[src/hdl/ecc_ic_defs.svh]
/*
  Shared widths and counts for the SECDED memory subsystem.
  N_MEM must be a power of two, since the low address bits pick the bank.
  EW is sized for 32-bit data: six Hamming bits plus one overall parity bit.
  Changing DW requires a matching EW.
*/

`ifndef ECC_IC_DEFS_SVH
`define ECC_IC_DEFS_SVH

`define N_INIT 2                             // Initiator ports
`define N_MEM  4                             // Memory banks, power of two
`define DW     32                            // Data word width
`define EW     7                             // SECDED check bits
`define CW     (`DW + `EW)                   // Stored codeword width
`define AW     8                             // Word address from initiators
`define CNT_W  16                            // Error counter width
`define PAW    4                             // Peripheral register address

`define BANK_W $clog2(`N_MEM)                // Bank select bits
`define IDX_W  (`AW - `BANK_W)               // Word index inside a bank
`define INIT_W ((`N_INIT > 1) ? $clog2(`N_INIT) : 1) // Initiator id bits

`endif

[src/hdl/ecc_ic_pkg.sv]
/*
  Types shared by the crossbar, codecs, banks and error manager.
  Requests follow the TCDM convention: wen high means read.
  Codeword layout is check bits above data bits, check[EW-1] is overall parity.
*/

`include "ecc_ic_defs.svh"

package ecc_ic_pkg;

  typedef struct packed {
    logic              req;                  // Request valid, held until gnt
    logic              wen;                  // High for read
    logic [`AW-1:0]    addr;                 // Word address
    logic [`DW-1:0]    data;                 // Write data
  } tcdm_req_t;

  typedef struct packed {
    logic              gnt;                  // Same-cycle grant
    logic              r_valid;              // Read data valid, one cycle
    logic [`DW-1:0]    r_data;               // Corrected read data
  } tcdm_rsp_t;

  typedef struct packed {
    logic              req;                  // One cycle per grant
    logic              wen;                  // High for read
    logic [`IDX_W-1:0] index;                // Word inside the bank
    logic [`DW-1:0]    data;                 // Raw write data
  } bank_req_t;

  typedef struct packed {
    logic [`EW-1:0]    check;                // Hamming bits plus overall parity
    logic [`DW-1:0]    data;                 // Payload
  } codeword_fields_t;

  // Same word seen as fields or as one vector
  typedef union packed {
    codeword_fields_t  fields;               // Encode and decode view
    logic [`CW-1:0]    flat;                 // Bit flip and position view
  } codeword_u;

  typedef struct packed {
    logic               en;                  // Injection active
    logic [`BANK_W-1:0] bank;                // Target bank
    logic [`CW-1:0]     mask;                // Bits to flip on write
  } fault_t;

  typedef struct packed {
    logic corr;                              // Single error fixed
    logic uncorr;                            // Double error seen
  } ecc_err_t;

  typedef struct packed {
    logic              req;                  // Always accepted
    logic              wen;                  // Low clears the counter
    logic [`PAW-1:0]   addr;                 // Counter select
  } periph_req_t;

  typedef struct packed {
    logic              r_valid;              // One cycle after req
    logic [`CNT_W-1:0] r_data;               // Counter value, zero on clear
  } periph_rsp_t;

endpackage

[src/hdl/ecc_sram_bank.sv]
/*
  Single-port codeword storage with a registered read output.
  Read data appears one cycle after a read request and holds until the next.
  Contents are undefined after power-up.
*/

`timescale 1ns/1ps
`include "ecc_ic_defs.svh"

module ecc_sram_bank (
  input  logic                  clk_i,
  input  logic                  req_i,
  input  logic                  we_i,
  input  logic [`IDX_W-1:0]     index_i,
  input  ecc_ic_pkg::codeword_u wdata_i,
  output ecc_ic_pkg::codeword_u rdata_o
);
  import ecc_ic_pkg::*;

  localparam int unsigned DEPTH = 1 << `IDX_W; // Words per bank

  codeword_u mem_q [DEPTH];                  // Storage array
  codeword_u rdata_q;                        // Output register

  always_ff @(posedge clk_i) begin
    if (req_i) begin
      if (we_i) begin
        mem_q[index_i] <= wdata_i;           // Full codeword write
      end else begin
        rdata_q <= mem_q[index_i];           // Read lands next cycle
      end
    end
  end

  assign rdata_o = rdata_q;

endmodule

[config.mk]
export PLATFORM = sky130hd
export DESIGN_NAME = ecc_sram_bank
export DESIGN_NICKNAME = d
export VERILOG_FILES = /design/src/hdl/ecc_ic_pkg.sv /design/src/hdl/ecc_sram_bank.sv
export VERILOG_INCLUDE_DIRS = /design/src /design/src/hdl
export SDC_FILE = /design/constraint.sdc
export NUM_CORES = 2
export LEC_CHECK = 0
export ABC_AREA = 1
export BUFFER_PORTS_ARGS = -buffer_cell sky130_fd_sc_hd__buf_4
export CORE_MARGIN = 5
export CORE_UTILIZATION = 25
export CTS_CLUSTER_DIAMETER = 60
export CTS_CLUSTER_SIZE = 30
export DETAILED_ROUTE_END_ITERATION = 6
export PLACE_DENSITY = 0.44
export SLEW_MARGIN = 10
export SYNTH_ARGS = -nofsm -noshare
export SYNTH_HDL_FRONTEND = slang
export SYNTH_SLANG_ARGS = --single-unit
[constraint.sdc]
create_clock -name clk_i -period 9.9 [get_ports clk_i]
set_clock_uncertainty 0.15 [all_clocks]
set_input_delay 0.99 -clock clk_i [delete_from_list [all_inputs] [get_ports clk_i]]
set_output_delay 0.99 -clock clk_i [all_outputs]
set_load 0.01 [all_outputs]
==> run metrics <==
status finished, final reports clean; MaxCap Viol Count 0; asr flop ratio synth 0%; vias in the first global route 66391; largest net degree at the start of global routing 188; Buf/Inv on CP 4; Synth Instances about 10000; I/O pin count a little under 90; min-delay src wdata_i[34]; Hold Buf Count CTS 0; nets@finish 10241; prevailing post-synth register cell edfxtp_1; CP delay by family, top simple AND/OR/NAND/NOR gates; clock-pin slew on the worst setup and hold paths 0.08 ns; area leader, netlist edfxtp_1; Setup crit start index_i[2]; DIE WIDTH 660 microns; RSZ-0062 raised after global routing false; Clk Latency, worst-skew pair ~0.90 ns; CP Class primary input to flop; Worst setup SP type primary input; fill count 43781; Mapped Area roughly 110000 sq um; Tcrit/Tclk final 49.0%; Core Area 421000 sq um; Row Count 238; Final Power 21.9 mW; Final Wtd Congestion between 0.7 and 0.8; Worst VDD drop 0.146 mV; Iteration-0 DRC Markers between 5000 and 6000; Power Density 183 nW/um^2; DIE HEIGHT 660 microns; slew of the pin with the lowest slew margin 1.25 ns; Post-DP Area 113000 sq um; fmax between 200 and 250 MHz; Vias 69105; gr usage total 15.6%; Largest stage delay, worst path approximately 0.89 ns; Netlist cell types 19; fin cells between 15000 and 20000; clock tree root driver cell clkbuf_16; Routed WL 350000 microns; Clock Sinks roughly 2500; hold slack approximately 0.36 ns; postcts setup bufs 0; slowest stage cell, crit path nand3_1; post-route cell area roughly 120000 sq um; post-route setup TNS 0 ns; post-cts sizing count 0; final hold vios 0; register area 76100 sq um; ANT nets after route 0; Post-synth EDFFs 2535; hpwl dp 179000 microns; top cell type's share of synthesized area between 70% and 80%; Hold Path Class primary input to flop; gr ovfl total 0; CP endpoint kind flop; Pleak 48.2 nW; Yosys reg bits 2535; TritonCTS clock tree yes; Ys Warns 0; post-synthesis net count 10318; Final setup viols 0; WL per Instance 21.9 microns; sequential cell area fraction in the yosys report between 70% and 80%; Initial Util 25.1%; CP required 10.24 ns; Post-Place Cells around 16000; crit-path cells buf_8 > buf_4 > inv_8 > nor2_1 > nand3_1 > nor2_4 > buf_4; Die Footprint 436000 sq um; drt drc 0; most used cell, CP buf_4; top-count cell post-synth nand2_1; number of H-tree levels 4; PortBufs 86; clock buffer depth 4; Mapped Avg Cell Area 10.3 sq um; DRT Pass-1 Iters 5; CTS buffer count 205; max_slew headroom roughly 16%; critical path peak fanout 54; initial antenna violation count 31; max-slew violation count 0; Synth area leaders edfxtp_1, nand2_1, buf_2; vias per std cell 4.32; worst reg2reg startpoint mem_q[5][18]; CP arrival 5.19 ns; Area Growth Syn to Fin 13.5%; first-pass GRT wire length 500000 microns; Post-synth top cells nand2_1, edfxtp_1, buf_2; Multi-input gate area roughly 28000 sq um; Tmin final 4.85 ns; layout cells sized above 1 6.49%
final cells by class:
cell class	instances	share of cell area, %
Sequential cell	2535	63.5
Antenna cell	9	0.0188
Tap cell	5640	5.89
Clock inverter	159	1.42
Clock buffer	219	4.41
Multi-Input combinational cell	7189	23.0
Timing Repair Buffer	232	1.63
Inverter	30	0.113
routing by layer:
metal  GRT usage [%]  routed length, microns  vias to the layer above  part of all wire, %
met5               0                      14                        -               0.0040
li1                -                       -                    33071                    -
met2            26.4                  168000                     1279                   48
met4            3.86                    9110                        4                  2.6
met3            1.75                   13300                      385                  3.8
met1            21.4                  160000                    34366                   46
logic make-up after synthesis:
| family | after synthesis | synth area share [%] |
|---|---|---|
| compound gates | 14 | 0.0829 |
| buf+inv | 546 | 2.34 |
| flops | 2535 | 72.0 |
| simple gates | 7175 | 25.5 |
flip-flops by register name, indices dropped and copies added (netlist names):
signal	count
rdata_o	39
mem_q	2496
report_power, final:
| group | switching [mW] | internal [mW] |
|---|---|---|
| sequential | 0.0238 | 11.8 |
| clock | 4.36 | 4.37 |
| combinational | 1.04 | 0.291 |
cell usage in the layout, fill, tap and decap left out, drive strengths merged:
cell	Yosys	final
nand2	6995	6995
edfxtp	2535	2535
buf	360	232
clkbuf	156	219
nor2	152	152
inv	30	88
clkinv	0	69
clkinvlp	0	20
bufinv	0	12
nand3	11	11
diode	0	9
nor3	8	8
o211ai	7	7
o21ai	7	7
or2	5	5
nor4	2	2
nand4	2	2
final timing paths:
check / to / slack, ns / cells past startpoint
setup / recovery: mem_q[52][31] / 5.05 / 7
hold / removal: mem_q[13][34] / 0.36 / 1
setup reg to reg: rdata_o[18] / 7.57 / 10
hold reg to reg: rdata_o[37] / 0.61 / 6
per-stage QoR:
step                utilization (%)  setup slack [ns]
floorplan                         -              3.87
global placement               26.8              4.23
detailed placement             26.8              4.12
CTS                            28.5              5.05
global route                   28.5              4.93
finish                         28.5              5.05
(Power assumes the default switching activity.)
