## config.mk

```make
export PLATFORM = sky130hd
export DESIGN_NAME = ecc_err_manager
export DESIGN_NICKNAME = d
export VERILOG_FILES = /design/src/hdl/ecc_ic_pkg.sv /design/src/hdl/ecc_err_manager.sv
export VERILOG_INCLUDE_DIRS = /design/src /design/src/hdl
export SDC_FILE = /design/constraint.sdc
export NUM_CORES = 1
export LEC_CHECK = 0
export ABC_AREA = 1
export BUFFER_PORTS_ARGS = -buffer_cell sky130_fd_sc_hd__buf_4
export CORE_ASPECT_RATIO = 0.6
export CORE_MARGIN = 3
export CORE_UTILIZATION = 50
export DETAILED_ROUTE_END_ITERATION = 8
export MAX_ROUTING_LAYER = met4
export PLACE_DENSITY = 0.66
export SYNTH_ARGS = -nofsm -noshare
export SYNTH_HDL_FRONTEND = slang
export SYNTH_SLANG_ARGS = --single-unit
export TNS_END_PERCENT = 20
```

## constraint.sdc

```tcl
create_clock -name clk_i -period 2.25 [get_ports clk_i]
set_input_delay 0.225 -clock clk_i [delete_from_list [all_inputs] [get_ports clk_i]]
set_output_delay 0.225 -clock clk_i [all_outputs]
set_load 0.01 [all_outputs]
```

## src/hdl/ecc_ic_defs.svh

```systemverilog
/*
  Shared widths and counts for the SECDED memory subsystem.
  N_MEM must be a power of two, since the low address bits pick the bank.
  EW is sized for 32-bit data: six Hamming bits plus one overall parity bit.
  Changing DW requires a matching EW.
*/

`ifndef ECC_IC_DEFS_SVH
`define ECC_IC_DEFS_SVH

`define N_INIT 2                             // Initiator ports
`define N_MEM  4                             // Memory banks, power of two
`define DW     32                            // Data word width
`define EW     7                             // SECDED check bits
`define CW     (`DW + `EW)                   // Stored codeword width
`define AW     8                             // Word address from initiators
`define CNT_W  16                            // Error counter width
`define PAW    4                             // Peripheral register address

`define BANK_W $clog2(`N_MEM)                // Bank select bits
`define IDX_W  (`AW - `BANK_W)               // Word index inside a bank
`define INIT_W ((`N_INIT > 1) ? $clog2(`N_INIT) : 1) // Initiator id bits

`endif

```

## src/hdl/ecc_ic_pkg.sv

```systemverilog
/*
  Types shared by the crossbar, codecs, banks and error manager.
  Requests follow the TCDM convention: wen high means read.
  Codeword layout is check bits above data bits, check[EW-1] is overall parity.
*/

`include "ecc_ic_defs.svh"

package ecc_ic_pkg;

  typedef struct packed {
    logic              req;                  // Request valid, held until gnt
    logic              wen;                  // High for read
    logic [`AW-1:0]    addr;                 // Word address
    logic [`DW-1:0]    data;                 // Write data
  } tcdm_req_t;

  typedef struct packed {
    logic              gnt;                  // Same-cycle grant
    logic              r_valid;              // Read data valid, one cycle
    logic [`DW-1:0]    r_data;               // Corrected read data
  } tcdm_rsp_t;

  typedef struct packed {
    logic              req;                  // One cycle per grant
    logic              wen;                  // High for read
    logic [`IDX_W-1:0] index;                // Word inside the bank
    logic [`DW-1:0]    data;                 // Raw write data
  } bank_req_t;

  typedef struct packed {
    logic [`EW-1:0]    check;                // Hamming bits plus overall parity
    logic [`DW-1:0]    data;                 // Payload
  } codeword_fields_t;

  // Same word seen as fields or as one vector
  typedef union packed {
    codeword_fields_t  fields;               // Encode and decode view
    logic [`CW-1:0]    flat;                 // Bit flip and position view
  } codeword_u;

  typedef struct packed {
    logic               en;                  // Injection active
    logic [`BANK_W-1:0] bank;                // Target bank
    logic [`CW-1:0]     mask;                // Bits to flip on write
  } fault_t;

  typedef struct packed {
    logic corr;                              // Single error fixed
    logic uncorr;                            // Double error seen
  } ecc_err_t;

  typedef struct packed {
    logic              req;                  // Always accepted
    logic              wen;                  // Low clears the counter
    logic [`PAW-1:0]   addr;                 // Counter select
  } periph_req_t;

  typedef struct packed {
    logic              r_valid;              // One cycle after req
    logic [`CNT_W-1:0] r_data;               // Counter value, zero on clear
  } periph_rsp_t;

endpackage

```

## src/hdl/ecc_err_manager.sv

```systemverilog
/*
  Error counters, two per bank, saturating at all ones.
  Register map: 0..N_MEM-1 correctable, N_MEM..2*N_MEM-1 uncorrectable.
  Port is always ready; a read answers next cycle, a write clears and
  answers zero. A clear beats a strobe in the same cycle.
*/

`timescale 1ns/1ps
`include "ecc_ic_defs.svh"

module ecc_err_manager (
  input  logic                    clk_i,
  input  logic                    arst_n_i,
  input  ecc_ic_pkg::ecc_err_t    err_i [`N_MEM],
  input  ecc_ic_pkg::periph_req_t periph_req_i,
  output ecc_ic_pkg::periph_rsp_t periph_rsp_o
);
  import ecc_ic_pkg::*;

  logic [`CNT_W-1:0]  corr_q [`N_MEM];       // Correctable count per bank
  logic [`CNT_W-1:0]  unc_q  [`N_MEM];       // Uncorrectable count per bank
  logic [`BANK_W-1:0] reg_bank;
  logic               reg_unc;               // Upper half of the map
  logic               clr;
  periph_rsp_t        rsp_q;

  assign reg_bank = periph_req_i.addr[`BANK_W-1:0];
  assign reg_unc  = periph_req_i.addr[`BANK_W];
  assign clr      = periph_req_i.req && !periph_req_i.wen;

  always_ff @(posedge clk_i or negedge arst_n_i) begin
    if (!arst_n_i) begin
      for (int b = 0; b < `N_MEM; b++) begin
        corr_q[b] <= '0;
        unc_q[b]  <= '0;
      end
    end else begin
      for (int b = 0; b < `N_MEM; b++) begin
        if (clr && !reg_unc && reg_bank == `BANK_W'(b)) begin
          corr_q[b] <= '0;
        end else if (err_i[b].corr && corr_q[b] != '1) begin
          corr_q[b] <= corr_q[b] + 1'b1;     // Stop at max
        end
        if (clr && reg_unc && reg_bank == `BANK_W'(b)) begin
          unc_q[b] <= '0;
        end else if (err_i[b].uncorr && unc_q[b] != '1) begin
          unc_q[b] <= unc_q[b] + 1'b1;
        end
      end
    end
  end

  always_ff @(posedge clk_i or negedge arst_n_i) begin
    if (!arst_n_i) begin
      rsp_q <= '0;
    end else begin
      rsp_q.r_valid <= periph_req_i.req;
      rsp_q.r_data  <= '0;                   // Zero on clear or idle
      if (periph_req_i.req && periph_req_i.wen) begin
        rsp_q.r_data <= reg_unc ? unc_q[reg_bank] : corr_q[reg_bank];
      end
    end
  end

  assign periph_rsp_o = rsp_q;

  a_addr_range: assert property (@(posedge clk_i) disable iff (!arst_n_i)
    periph_req_i.req |-> periph_req_i.addr < `PAW'(2 * `N_MEM));

endmodule

```

==> flow_metrics.py <==
metrics = {
    "cts": {
        "numCtsBuffers": 17,
        "cts_tree": "yes",
        "clock-sinks": 145,
        "cts_setup_buffers": 0,
        "clockBufferDepth": 2,
        "htreeDepth": 4,
        "cts_root_buffer": "clkbuf_16",
        "clk_latency_ns": 0.44,
        "path_clk_slew_ns": 0.06,
    },
    "logic_synthesis": {
        "ys_ff_latch": 145,
        "synth.top_cell.area_share": 0.381,
        "synthFlopType": "dfrtp_1",
        "avgSynthCellArea_um2": 6.77,
        "synth.area.top_cells": "dfrtp_1 (38%), nand2_1 (20%), nor2_1 (7.0%)",
        "postSynth.asyncResetShare": 1.00,
        "synth.cell_area_um2": 9520,
        "synth_top_cell_by_area": "dfrtp_1",
        "synth.distinct_cells": 35,
        "synth_cells": 1405,
        "synth-edff-count": 0,
        "ys_warn_count": 0,
        "synth_commonest_cells": "nand2_1 (510), nor2_1 (177), dfrtp_1 (145)",
        "syn-num-nets": 1429,
        "ys_seq_area_frac": 0.381,
        "yosysMostFrequentCell": "nand2_1",
    },
    "setup_path": {
        "r2r_slack_ns": 0.34,
        "crit_path_end_kind": "flop",
        "crit_path_start_kind": "input port",
        "crit_arrival_ns": 2.29,
        "path_max_fanout": 13,
        "worstSetupPathType": "input port to flop",
        "required_ns": 2.57,
    },
    "pwr": {
        "clock_power_share": 0.397,
        "ir_drop_uv": 596,
        "p_int_mw": 5.43,
        "switching_power_mw": 2.57,
        "p_leak_nw": 5.01,
        "totalPowerFinal_mw": 8.00,
        "p_comb_frac": 0.167,
        "p_sw_frac": 0.321,
        "power.density_nw_per_um2": 750,
        "pwr-share-seq": 0.436,
    },
    "route": {
        "drc_errors": 0,
        "via_per_inst": 5.57,
        "vias": 9437,
        "firstDrtPassIters": 6,
        "routed_wl_mm": 28.6,
        "wire_per_inst_um": 16.9,
        "detail-route-antenna-nets": 0,
        "drt_iter0_drc": 1045,
    },
    "placement": {
        "postPlaceCellArea_um2": 10000,
        "dp_hpwl_mm": 21.5,
        "io_buffers": 31,
        "place_congestion": 0.974,
        "pre_cts_slack_ns": 0.162,
    },
    "timing": {
        "min_period_ns": 1.97,
        "relSlewSlack": 0.616,
        "worst-slew-pin-transition_ns": 0.575,
        "worst_slack_ns": 0.277,
        "fin_crit_sh": 0.877,
        "tns_ns": 0,
        "finalSetupViolations": 0,
        "report.final.slew_viol_count": 0,
        "finalHoldViolCount": 0,
        "rsz0062_at_grt": "no",
        "max_freq_mhz": 507,
        "fin_skew_ns": 0.0148,
    },
    "floorplan": {
        "dieArea_um2": 20800,
        "start_util": 0.519,
        "rows": 38,
        "core_area_um2": 18400,
        "chipWidth_um": 184,
        "die_h_um": 113,
        "ios": 33,
    },
    "grt": {
        "grt_pass1_wl_mm": 46.6,
        "grt_pass1_vias": 8440,
        "grt_usage": 0.294,
        "antenna_found_initial": 0,
        "grt_max_degree": 48,
        "grt-ovfl-total": 0,
    },
    "run": {
        "maxCapViolations": 0,
    },
    "layout": {
        "drive_gt1_frac": 0.107,
        "synthToLayoutAreaGrowth_pct": 12.1,
        "fin_nets": 1465,
        "nFillCells": 1737,
        "final_area_um2": 10700,
        "antenna_cells": 0,
    },
    "outcome": {
        "status": "complete, no violations",
    },
    "min_path": {
        "hold_class": "input port to flop",
    },
}
==> state kept, by name, summed over array words and instances (netlist names) <==
name and cells:
corr_q 64, unc_q 64, periph_rsp_o 17
==> layout by cell type, fill, tap and decap left out, types with 9 or more instances in the layout <==
cell type / n
inv_2: 14
o21ai_0: 39
a22oi_1: 18
nand4_1: 64
clkbuf_16: 17
inv_1: 102
o211ai_1: 14
nand2_2: 11
nor3_1: 12
or2_2: 10
xor2_1: 30
buf_4: 49
nor2_1: 175
nor2_2: 22
nor2_4: 9
nand2_1: 510
a21oi_1: 24
nand3_1: 123
dfrtp_1: 145
o21bai_1: 11
==> final cells by class <==
cell class              count  area, µm²  area share
inverters                 118        445      0.0417
flip-flops and latches    145       3630       0.340
clock buffers              19        433      0.0406
well taps                 240        300      0.0281
repair buffers             53        419      0.0393
clock inverters            13        210      0.0197
multi-input cells        1106       5240       0.491
==> worst max-delay path, cell delays in order <==
cell and delay, ns:
dlygate4sd3_1 0.54, buf_4 0.12, inv_1 0.04, nor2_2 0.10, nand2_1 0.22, nor2_2 0.30, inv_2 0.12, nand2_2 0.18
clkinv_2 0.24, nand2_1 0.14, nand2_1 0.06
==> stage by stage <==
| stage | cells | hold WS [ns] | util |
|---|---|---|---|
| floorplan | 1405 | -0.0706 | - |
| global placement | 1660 | 0.161 | 0.545 |
| detailed placement | 1660 | 0.163 | 0.545 |
| CTS | 1694 | 0.0626 | 0.581 |
| global route | 1694 | 0.100 | 0.582 |
| finish | 1694 | 0.0767 | 0.582 |
==> cell families (layout without fill, tap and decap cells) <==
kind of cell	Yosys count	count (layout)	synth area share
buf+inv	154	203	0.0690
compound gates	124	124	0.0823
fa+ha+maj	8	8	0.0105
flops	145	145	0.381
xor+xnor	35	35	0.0322
simple gates	938	938	0.424
mux	1	1	0.00105
==> power by group through the flow <==
| stage | Combinational [mW] | Sequential [mW] | Clock [mW] |
|---|---|---|---|
| 2_1_floorplan | 0.986 | 3.34 | 0 |
| 3_3_place_gp | 1.29 | 3.51 | 0 |
| 3_5_place_dp | 1.32 | 3.50 | 0 |
| 4_1_cts | 1.33 | 3.47 | 3.21 |
| 5_1_grt | 1.54 | 3.56 | 3.32 |
| 6_report | 1.34 | 3.49 | 3.18 |
==> path summary, 6_finish.rpt <==
check                                 from  depth (start not counted)         endpoint
setup reg to reg                 unc_q[33]                          9        unc_q[43]
setup / recovery           periph_req_i[5]                         11        unc_q[14]
hold reg to reg                 corr_q[25]                          2       corr_q[25]
max in group asynchronous         arst_n_i                          3  periph_rsp_o[3]
min in group asynchronous         arst_n_i                          2        unc_q[41]
hold / removal                    err_i[4]                          4        unc_q[44]
==> per-layer routing <==
metal / track usage / routed length, µm
met1: 0.464 / 14300
met2: 0.375 / 11200
met3: 0.0565 / 2560
met4: 0.0800 / 537
met5: - / 0
==> what timing repair did <==
action                                  4_1_cts  5_1_grt
endpoints found under the setup margin        0       18
resized for setup                             0        2
hold buffers                                  2        0
endpoints found under the hold margin        39        0
Power figures use the tool's default switching activity.
