$ cat src/hdl/ecc_ic_defs.svh
/*
  Shared widths and counts for the SECDED memory subsystem.
  N_MEM must be a power of two, since the low address bits pick the bank.
  EW is sized for 32-bit data: six Hamming bits plus one overall parity bit.
  Changing DW requires a matching EW.
*/

`ifndef ECC_IC_DEFS_SVH
`define ECC_IC_DEFS_SVH

`define N_INIT 2                             // Initiator ports
`define N_MEM  4                             // Memory banks, power of two
`define DW     32                            // Data word width
`define EW     7                             // SECDED check bits
`define CW     (`DW + `EW)                   // Stored codeword width
`define AW     8                             // Word address from initiators
`define CNT_W  16                            // Error counter width
`define PAW    4                             // Peripheral register address

`define BANK_W $clog2(`N_MEM)                // Bank select bits
`define IDX_W  (`AW - `BANK_W)               // Word index inside a bank
`define INIT_W ((`N_INIT > 1) ? $clog2(`N_INIT) : 1) // Initiator id bits

`endif

$ cat src/hdl/ecc_ic_pkg.sv
/*
  Types shared by the crossbar, codecs, banks and error manager.
  Requests follow the TCDM convention: wen high means read.
  Codeword layout is check bits above data bits, check[EW-1] is overall parity.
*/

`include "ecc_ic_defs.svh"

package ecc_ic_pkg;

  typedef struct packed {
    logic              req;                  // Request valid, held until gnt
    logic              wen;                  // High for read
    logic [`AW-1:0]    addr;                 // Word address
    logic [`DW-1:0]    data;                 // Write data
  } tcdm_req_t;

  typedef struct packed {
    logic              gnt;                  // Same-cycle grant
    logic              r_valid;              // Read data valid, one cycle
    logic [`DW-1:0]    r_data;               // Corrected read data
  } tcdm_rsp_t;

  typedef struct packed {
    logic              req;                  // One cycle per grant
    logic              wen;                  // High for read
    logic [`IDX_W-1:0] index;                // Word inside the bank
    logic [`DW-1:0]    data;                 // Raw write data
  } bank_req_t;

  typedef struct packed {
    logic [`EW-1:0]    check;                // Hamming bits plus overall parity
    logic [`DW-1:0]    data;                 // Payload
  } codeword_fields_t;

  // Same word seen as fields or as one vector
  typedef union packed {
    codeword_fields_t  fields;               // Encode and decode view
    logic [`CW-1:0]    flat;                 // Bit flip and position view
  } codeword_u;

  typedef struct packed {
    logic               en;                  // Injection active
    logic [`BANK_W-1:0] bank;                // Target bank
    logic [`CW-1:0]     mask;                // Bits to flip on write
  } fault_t;

  typedef struct packed {
    logic corr;                              // Single error fixed
    logic uncorr;                            // Double error seen
  } ecc_err_t;

  typedef struct packed {
    logic              req;                  // Always accepted
    logic              wen;                  // Low clears the counter
    logic [`PAW-1:0]   addr;                 // Counter select
  } periph_req_t;

  typedef struct packed {
    logic              r_valid;              // One cycle after req
    logic [`CNT_W-1:0] r_data;               // Counter value, zero on clear
  } periph_rsp_t;

endpackage

$ cat src/hdl/ecc_bank_codec.sv
/*
  SECDED codec in front of one bank, Hamming (38,32) plus overall parity.
  Full-word writes only, so no read-modify-write is done.
  Decode is combinational on the registered SRAM output; strobes fire only
  in the cycle after a read request. Multi-bit errors beyond two may be
  reported as correctable, as with any SECDED code.
*/

`timescale 1ns/1ps
`include "ecc_ic_defs.svh"

module ecc_bank_codec #(
  parameter int unsigned BANK_ID = 0         // Matched against fault_i.bank
) (
  input  logic                  clk_i,
  input  logic                  arst_n_i,
  input  ecc_ic_pkg::bank_req_t bank_req_i,
  input  ecc_ic_pkg::fault_t    fault_i,
  output logic                  mem_req_o,
  output logic                  mem_we_o,
  output logic [`IDX_W-1:0]     mem_index_o,
  output ecc_ic_pkg::codeword_u mem_wdata_o,
  input  ecc_ic_pkg::codeword_u mem_rdata_i,
  output logic [`DW-1:0]        rdata_o,
  output ecc_ic_pkg::ecc_err_t  err_o
);
  import ecc_ic_pkg::*;

  localparam int unsigned SW = `EW - 1;      // Syndrome bits

  logic           rd_pend_q;                 // Read issued last cycle
  logic           inj_hit;                   // Fault applies to this write
  logic [SW-1:0]  enc_syn;
  logic [SW-1:0]  dec_syn;
  logic           dec_par;                   // Odd overall parity
  logic [`CW-1:0] flip;                      // One-hot correction mask
  logic           single_ok;
  codeword_u      enc_cw;
  codeword_u      fix_cw;

  // Hamming position of a flat codeword bit, zero for the overall parity
  function automatic logic [SW-1:0] ham_pos(input int b);
    logic [SW-1:0] pos;
    int            seen;
    pos  = '0;
    seen = 0;
    if (b >= `DW) begin
      if (b - `DW < SW) pos = SW'(1 << (b - `DW)); // Check bits at powers of two
    end else begin
      for (int p = 3; p < (1 << SW); p++) begin
        if ((p & (p - 1)) != 0) begin        // Skip power-of-two slots
          if (seen == b) pos = SW'(p);
          seen++;
        end
      end
    end
    return pos;
  endfunction

  // XOR of positions of all set bits
  function automatic logic [SW-1:0] syndrome(input logic [`CW-1:0] v);
    logic [SW-1:0] s;
    s = '0;
    for (int b = 0; b < `CW; b++) begin
      if (v[b]) s ^= ham_pos(b);
    end
    return s;
  endfunction

  assign enc_syn            = syndrome({{`EW{1'b0}}, bank_req_i.data}); // Check bits zeroed
  assign enc_cw.fields.data  = bank_req_i.data;
  assign enc_cw.fields.check = {^{enc_syn, bank_req_i.data}, enc_syn}; // Even total parity

  assign inj_hit = fault_i.en && fault_i.bank == `BANK_W'(BANK_ID) &&
                   bank_req_i.req && !bank_req_i.wen;

  assign mem_req_o        = bank_req_i.req;
  assign mem_we_o         = bank_req_i.req & ~bank_req_i.wen;
  assign mem_index_o      = bank_req_i.index;
  assign mem_wdata_o.flat = enc_cw.flat ^ (inj_hit ? fault_i.mask : '0);

  always_comb begin
    dec_syn = syndrome(mem_rdata_i.flat);
    dec_par = ^mem_rdata_i.flat;
    for (int b = 0; b < `CW; b++) begin
      flip[b] = dec_par && dec_syn != '0 && ham_pos(b) == dec_syn;
    end
    fix_cw.flat = mem_rdata_i.flat ^ flip;
  end

  // Odd parity with a valid or zero syndrome is a single error
  assign single_ok    = dec_par && (dec_syn == '0 || |flip);
  assign rdata_o      = fix_cw.fields.data;
  assign err_o.corr   = rd_pend_q && single_ok;
  assign err_o.uncorr = rd_pend_q && !single_ok && (dec_par || dec_syn != '0);

  always_ff @(posedge clk_i or negedge arst_n_i) begin
    if (!arst_n_i) rd_pend_q <= 1'b0;
    else           rd_pend_q <= bank_req_i.req & bank_req_i.wen;
  end

  a_err_exclusive: assert property (@(posedge clk_i) disable iff (!arst_n_i)
    !(err_o.corr && err_o.uncorr));

endmodule

$ cat config.mk
export PLATFORM = sky130hd
export DESIGN_NAME = ecc_bank_codec
export DESIGN_NICKNAME = d
export VERILOG_FILES = /design/src/hdl/ecc_ic_pkg.sv /design/src/hdl/ecc_bank_codec.sv
export VERILOG_INCLUDE_DIRS = /design/src /design/src/hdl
export SDC_FILE = /design/constraint.sdc
export NUM_CORES = 1
export LEC_CHECK = 0
export ABC_AREA = 1
export BUFFER_PORTS_ARGS = -buffer_cell sky130_fd_sc_hd__clkbuf_2
export CORE_UTILIZATION = 43
export DETAILED_ROUTE_END_ITERATION = 7
export PLACE_DENSITY_LB_ADDON = 0.08
export SLEW_MARGIN = 20
export SYNTH_ARGS = -nofsm -noshare
export SYNTH_HDL_FRONTEND = slang
export SYNTH_SLANG_ARGS = --single-unit
export TNS_END_PERCENT = 5
$ cat constraint.sdc
create_clock -name clk_i -period 2.1 [get_ports clk_i]
set_clock_uncertainty 0.2 [all_clocks]
set_input_delay 0.105 -clock clk_i [delete_from_list [all_inputs] [get_ports clk_i]]
set_output_delay 0.105 -clock clk_i [all_outputs]
set_load 0.05 [all_outputs]
==> run_results.csv, run 1 <==
group,metric,value,unit
global_routing,grt_max_degree,39,
global_routing,grt_overflow,703,
logic_synthesis,syn_area_per_cell,5.308,sq um
floorplanning,die_height,98.29,microns
logic_synthesis,synth_commonest_cells,"nand2_1, xor2_1, inv_1",
logic_synthesis,synth_cell_types,28,
logic_synthesis,ys.flop_type,"dfrtp_1",
placed_design,io_buffers,191,
logic_synthesis,synth_top_area_cell,"nand2_1",
logic_synthesis,synth_top_area_share,0.2768,
placed_design,gp_congestion,1.021,
timing,endpoint_type,"top-level output",
timing,worst_endpoint,"err_o[0]",
global_routing,grt_usage,0.9174,
logic_synthesis,yosysWarnings,0,
floorplanning,rows,34,
run_status,status,"stopped before the end",
logic_synthesis,async_flop_share,1.000,
floorplanning,start_util,0.4505,
logic_synthesis,ys_seq_area_frac,0.006277,
run_status,lastStage,"global routing",
floorplanning,ios,204,
logic_synthesis,yosysMostFrequentCell,"nand2_1",
logic_synthesis,synth_area,3986,sq um
logic_synthesis,syn-num-nets,874,
logic_synthesis,yosys_register_bits,1,
logic_synthesis,synth-edff-count,0,
floorplanning,die_x,98.29,microns
run_status,tool.error,"[ERROR GRT-0232] Routing congestion too high. Check the congestion heatmap in the GUI.",
logic_synthesis,synthCells,751,
logic_synthesis,synthTopCellsByArea,"nand2_1, xor2_1, xnor2_1",
placed_design,dp_hpwl,16560,microns
-- through the flow --
stage / instances / utilization / hold slack, ns / setup slack, ns / instance area [sq um]
3_5_place_dp: 1209 / 0.8561 / -0.3116 / -0.9147 / 7575
2_1_floorplan: 751 / - / -0.3906 / -0.4128 / 4695
3_3_place_gp: 1209 / 0.8561 / -0.3082 / -0.9446 / 7575
4_1_cts: 1220 / 0.9079 / 0.01034 / -0.7511 / 8034
-- routing by layer --
metal	track usage	overflow
met4	1.079	125
met5	0.05641	0
met1	0.8062	3
met2	1.287	570
met3	0.6299	5
-- cells by family after synthesis --
group | share of synthesized area
buf+inv | 0.1221
xor+xnor | 0.3581
simple gates | 0.4987
compound gates | 0.01475
flops | 0.006276
-- timing repair --
| action | 4_1_cts |
|---|---|
| pin swaps | 25 |
| gates cloned | 1 |
| hold buffers | 1 |
| endpoints found under the hold margin | 1 |
| setup buffers | 9 |
| setup endpoints to repair | 39 |
| resized for setup | 81 |
==> inputs of run 2 (changes only) <==
- CORE_UTILIZATION: 43 -> 35
- PLACE_DENSITY_LB_ADDON: 0.08 -> 0.15
- clock period: 2.1 -> 2.7 ns (I/O delays scaled with it)
==> run 2 against run 1 <==
  * The flow now finishes, with violations (negative setup slack)
  * Synthesized cell count unchanged
  * Synthesized area unchanged
==> run_results.csv, run 2 <==
group,metric,value,unit
layout,drive_gt1_frac,0.5440,
logic_synthesis,async_flop_share,1.000,
global_routing,antenna_found_initial,0,
layout,synthToLayoutAreaGrowth,95.29,%
timing,final-hold-violation-count,0,
logic_synthesis,ys.flop_type,"dfrtp_1",
logic_synthesis,synth_top_area_cell,"nand2_1",
worst_setup_path,worstPathMaxFanout,6,
logic_synthesis,ys_seq_area_frac,0.006277,
detailed_routing,vias,5680,
floorplanning,die_height,108.7,microns
worst_hold_path,hold_path_depth,0,
floorplanning,start_util,0.3630,
layout,multi_input_area,4389,sq um
logic_synthesis,syn-num-nets,874,
logic_synthesis,yosysWarnings,0,
detailed_routing,wl_met1,6533,microns
layout,largest_reg_flops,1,
layout,ff_latch_area,25.02,sq um
worst_setup_path,critPathLaunchType,"input pin",
power,p_per_area,475.9,nW/um^2
global_routing,grt_overflow,0,
worst_hold_path,holdCritPathClass,"input pin to primary output",
timing,relSlewSlack,0.6620,
layout,top_regs,"rd_pend_q: 1 flops",
logic_synthesis,synth_area,3986,sq um
power,p_leak,0.004132,uW
power,irDropWorstVdd,0.0006731,V
global_routing,grt_max_degree,39,
detailed_routing,firstDrtPassIters,5,
layout,regMostFlops,"rd_pend_q",
logic_synthesis,yosys_register_bits,1,
global_routing,grt_pass1_wl,23180,microns
floorplanning,die_area,11820,sq um
floorplanning,rows,38,
timing,timing.final.ws_setup,-0.1640,ns
placed_design,gp_congestion,0.9213,
timing,tightest_slew,0.5034,ns
detailed_routing,wire_per_inst,13.44,microns
detailed_routing,drcViolationCount,0,
placed_design,io_buffers,191,
global_routing,grt_usage,0.2474,
detailed_routing,dr_wl_met2,8472,microns
logic_synthesis,synth_top_area_share,0.2768,
logic_synthesis,synthTopCellsByArea,"nand2_1, xor2_1, xnor2_1",
timing,setup_tns,-0.9103,ns
detailed_routing,wl,16380,microns
timing,grt_setup_unrepaired,"true",
timing,final_max_slew_viol_count,0,
detailed_routing,vias_per_cell,4.660,
timing,setup_viol,12,
layout,final_cell_mix,"nand2_1, buf_4, clkbuf_2, nand2_2, xor2_1",
detailed_routing,top_layer_used,"met4",
detailed_routing,postRouteAntennaNets,0,
worst_setup_path,end_kind,"primary output",
timing,fin_crit_sh,1.061,
worst_setup_path,critPathKind,"input pin to primary output",
detailed_routing,drtIter0Drc,224,
floorplanning,ios,204,
detailed_routing,route.met3.wl,1046,microns
logic_synthesis,synth_cell_types,28,
logic_synthesis,yosysMostFrequentCell,"nand2_1",
layout,nets,1204,
run_status,violations,"negative setup slack",
worst_setup_path,cp.arrival,2.53,ns
worst_setup_path,required,2.37,ns
layout,n_antenna_cell,0,
logic_synthesis,syn_area_per_cell,5.308,sq um
run_status,status,"complete, but fails checks",
job,drv_cap,0,
logic_synthesis,synth-edff-count,0,
timing,hold_slack,0.07002,ns
layout,nFillCells,921,
global_routing,grt_pass1_vias,4965,
floorplanning,coreArea,10980,sq um
logic_synthesis,synth_commonest_cells,"nand2_1, xor2_1, inv_1",
floorplanning,die_x,108.7,microns
layout,layout_commonest_cell,"nand2_1",
timing,period_minus_slack,2.864,ns
logic_synthesis,synthCells,751,
placed_design,dp_hpwl,12810,microns
timing,fmax,349.2,MHz
-- run 2: cell counts after synthesis --
Identical to the previous run, type by type.
-- run 2: what timing repair did --
| action | CTS | global route |
|---|---|---|
| setup endpoints to repair | 33 | 35 |
| hold buffers | 1 | 0 |
| hold endpoints to repair | 1 | 0 |
| gates cloned | 0 | 1 |
| resized for setup | 131 | 235 |
| buffers inserted | 19 | 12 |
| pin swaps | 57 | 91 |
-- run 2: final timing paths --
check / start / end / slack [ns]
max: mem_rdata_i[16] / err_o[0] / -0.16
min: bank_req_i[34] / mem_index_o[2] / 0.07
max in group asynchronous: arst_n_i / rd_pend_q$_DFF_PN0_ / 1.96
min in group asynchronous: arst_n_i / rd_pend_q$_DFF_PN0_ / 0.25
-- run 2: area by class of cell --
type | count | share of cell area
inverters | 91 | 0.04998
multi-input cells | 639 | 0.5638
flip-flops and latches | 1 | 0.003214
well taps | 140 | 0.02250
repair buffers | 348 | 0.3605
-- run 2: critical path: stages --
cell and delay [ns]:
buf_4 0.14, buf_4 0.14, inv_2 0.08, nand3_1 0.10, nand3_2 0.10, nand3_1 0.09, nand2_2 0.09, inv_1 0.06
nand2_2 0.09, nand2_4 0.09, nor2_4 0.16, nand3_4 0.13, buf_6 0.14, buf_4 0.12, nand3_1 0.06, nand2_1 0.06
nand2_1 0.07, nand3_2 0.08, nor2_2 0.14, nand3_2 0.10, a21oi_2 0.18, buf_12 0.15
-- run 2: per-layer routing --
layer	GRT usage	up-vias
met3	0.02331	22
met1	0.2956	2544
met4	0.05405	0
li1	-	2908
met2	0.4715	206
met5	0	-
-- run 2: power breakdown --
part	internal (uW)	total, uW	leakage, uW	switching (uW)
registers	16.0	16.4	0.0000129	0.375
clock network	0	0	0	0
logic	1430	3690	0.00412	2250
-- run 2: cells by family (layout without fill, tap and decap cells) --
| kind of cell | Yosys count | after routing | synth area share |
|---|---|---|---|
| and+or+nand+nor | 465 | 465 | 0.4987 |
| AOI/OAI and AO/OA | 11 | 11 | 0.01475 |
| xor gates and xnor gates | 163 | 163 | 0.3581 |
| buffers and inverters | 111 | 439 | 0.1221 |
| DFF | 1 | 1 | 0.006276 |
-- run 2: metrics by stage --
stage	cells	worst slack, ns	cell area [sq um]	total power (uW)	utilization
floorplan	751	-0.2079	4001	1920	-
global placement	1187	-0.4237	6301	3055	0.5737
detailed placement	1187	-0.3842	6301	3063	0.5737
CTS	1207	-0.04846	6948	3344	0.6326
global route	1219	-0.3339	7785	3927	0.7088
finish	1219	-0.1640	7785	3705	0.7088
No activity file was read; power rests on OpenSTA's default activity.
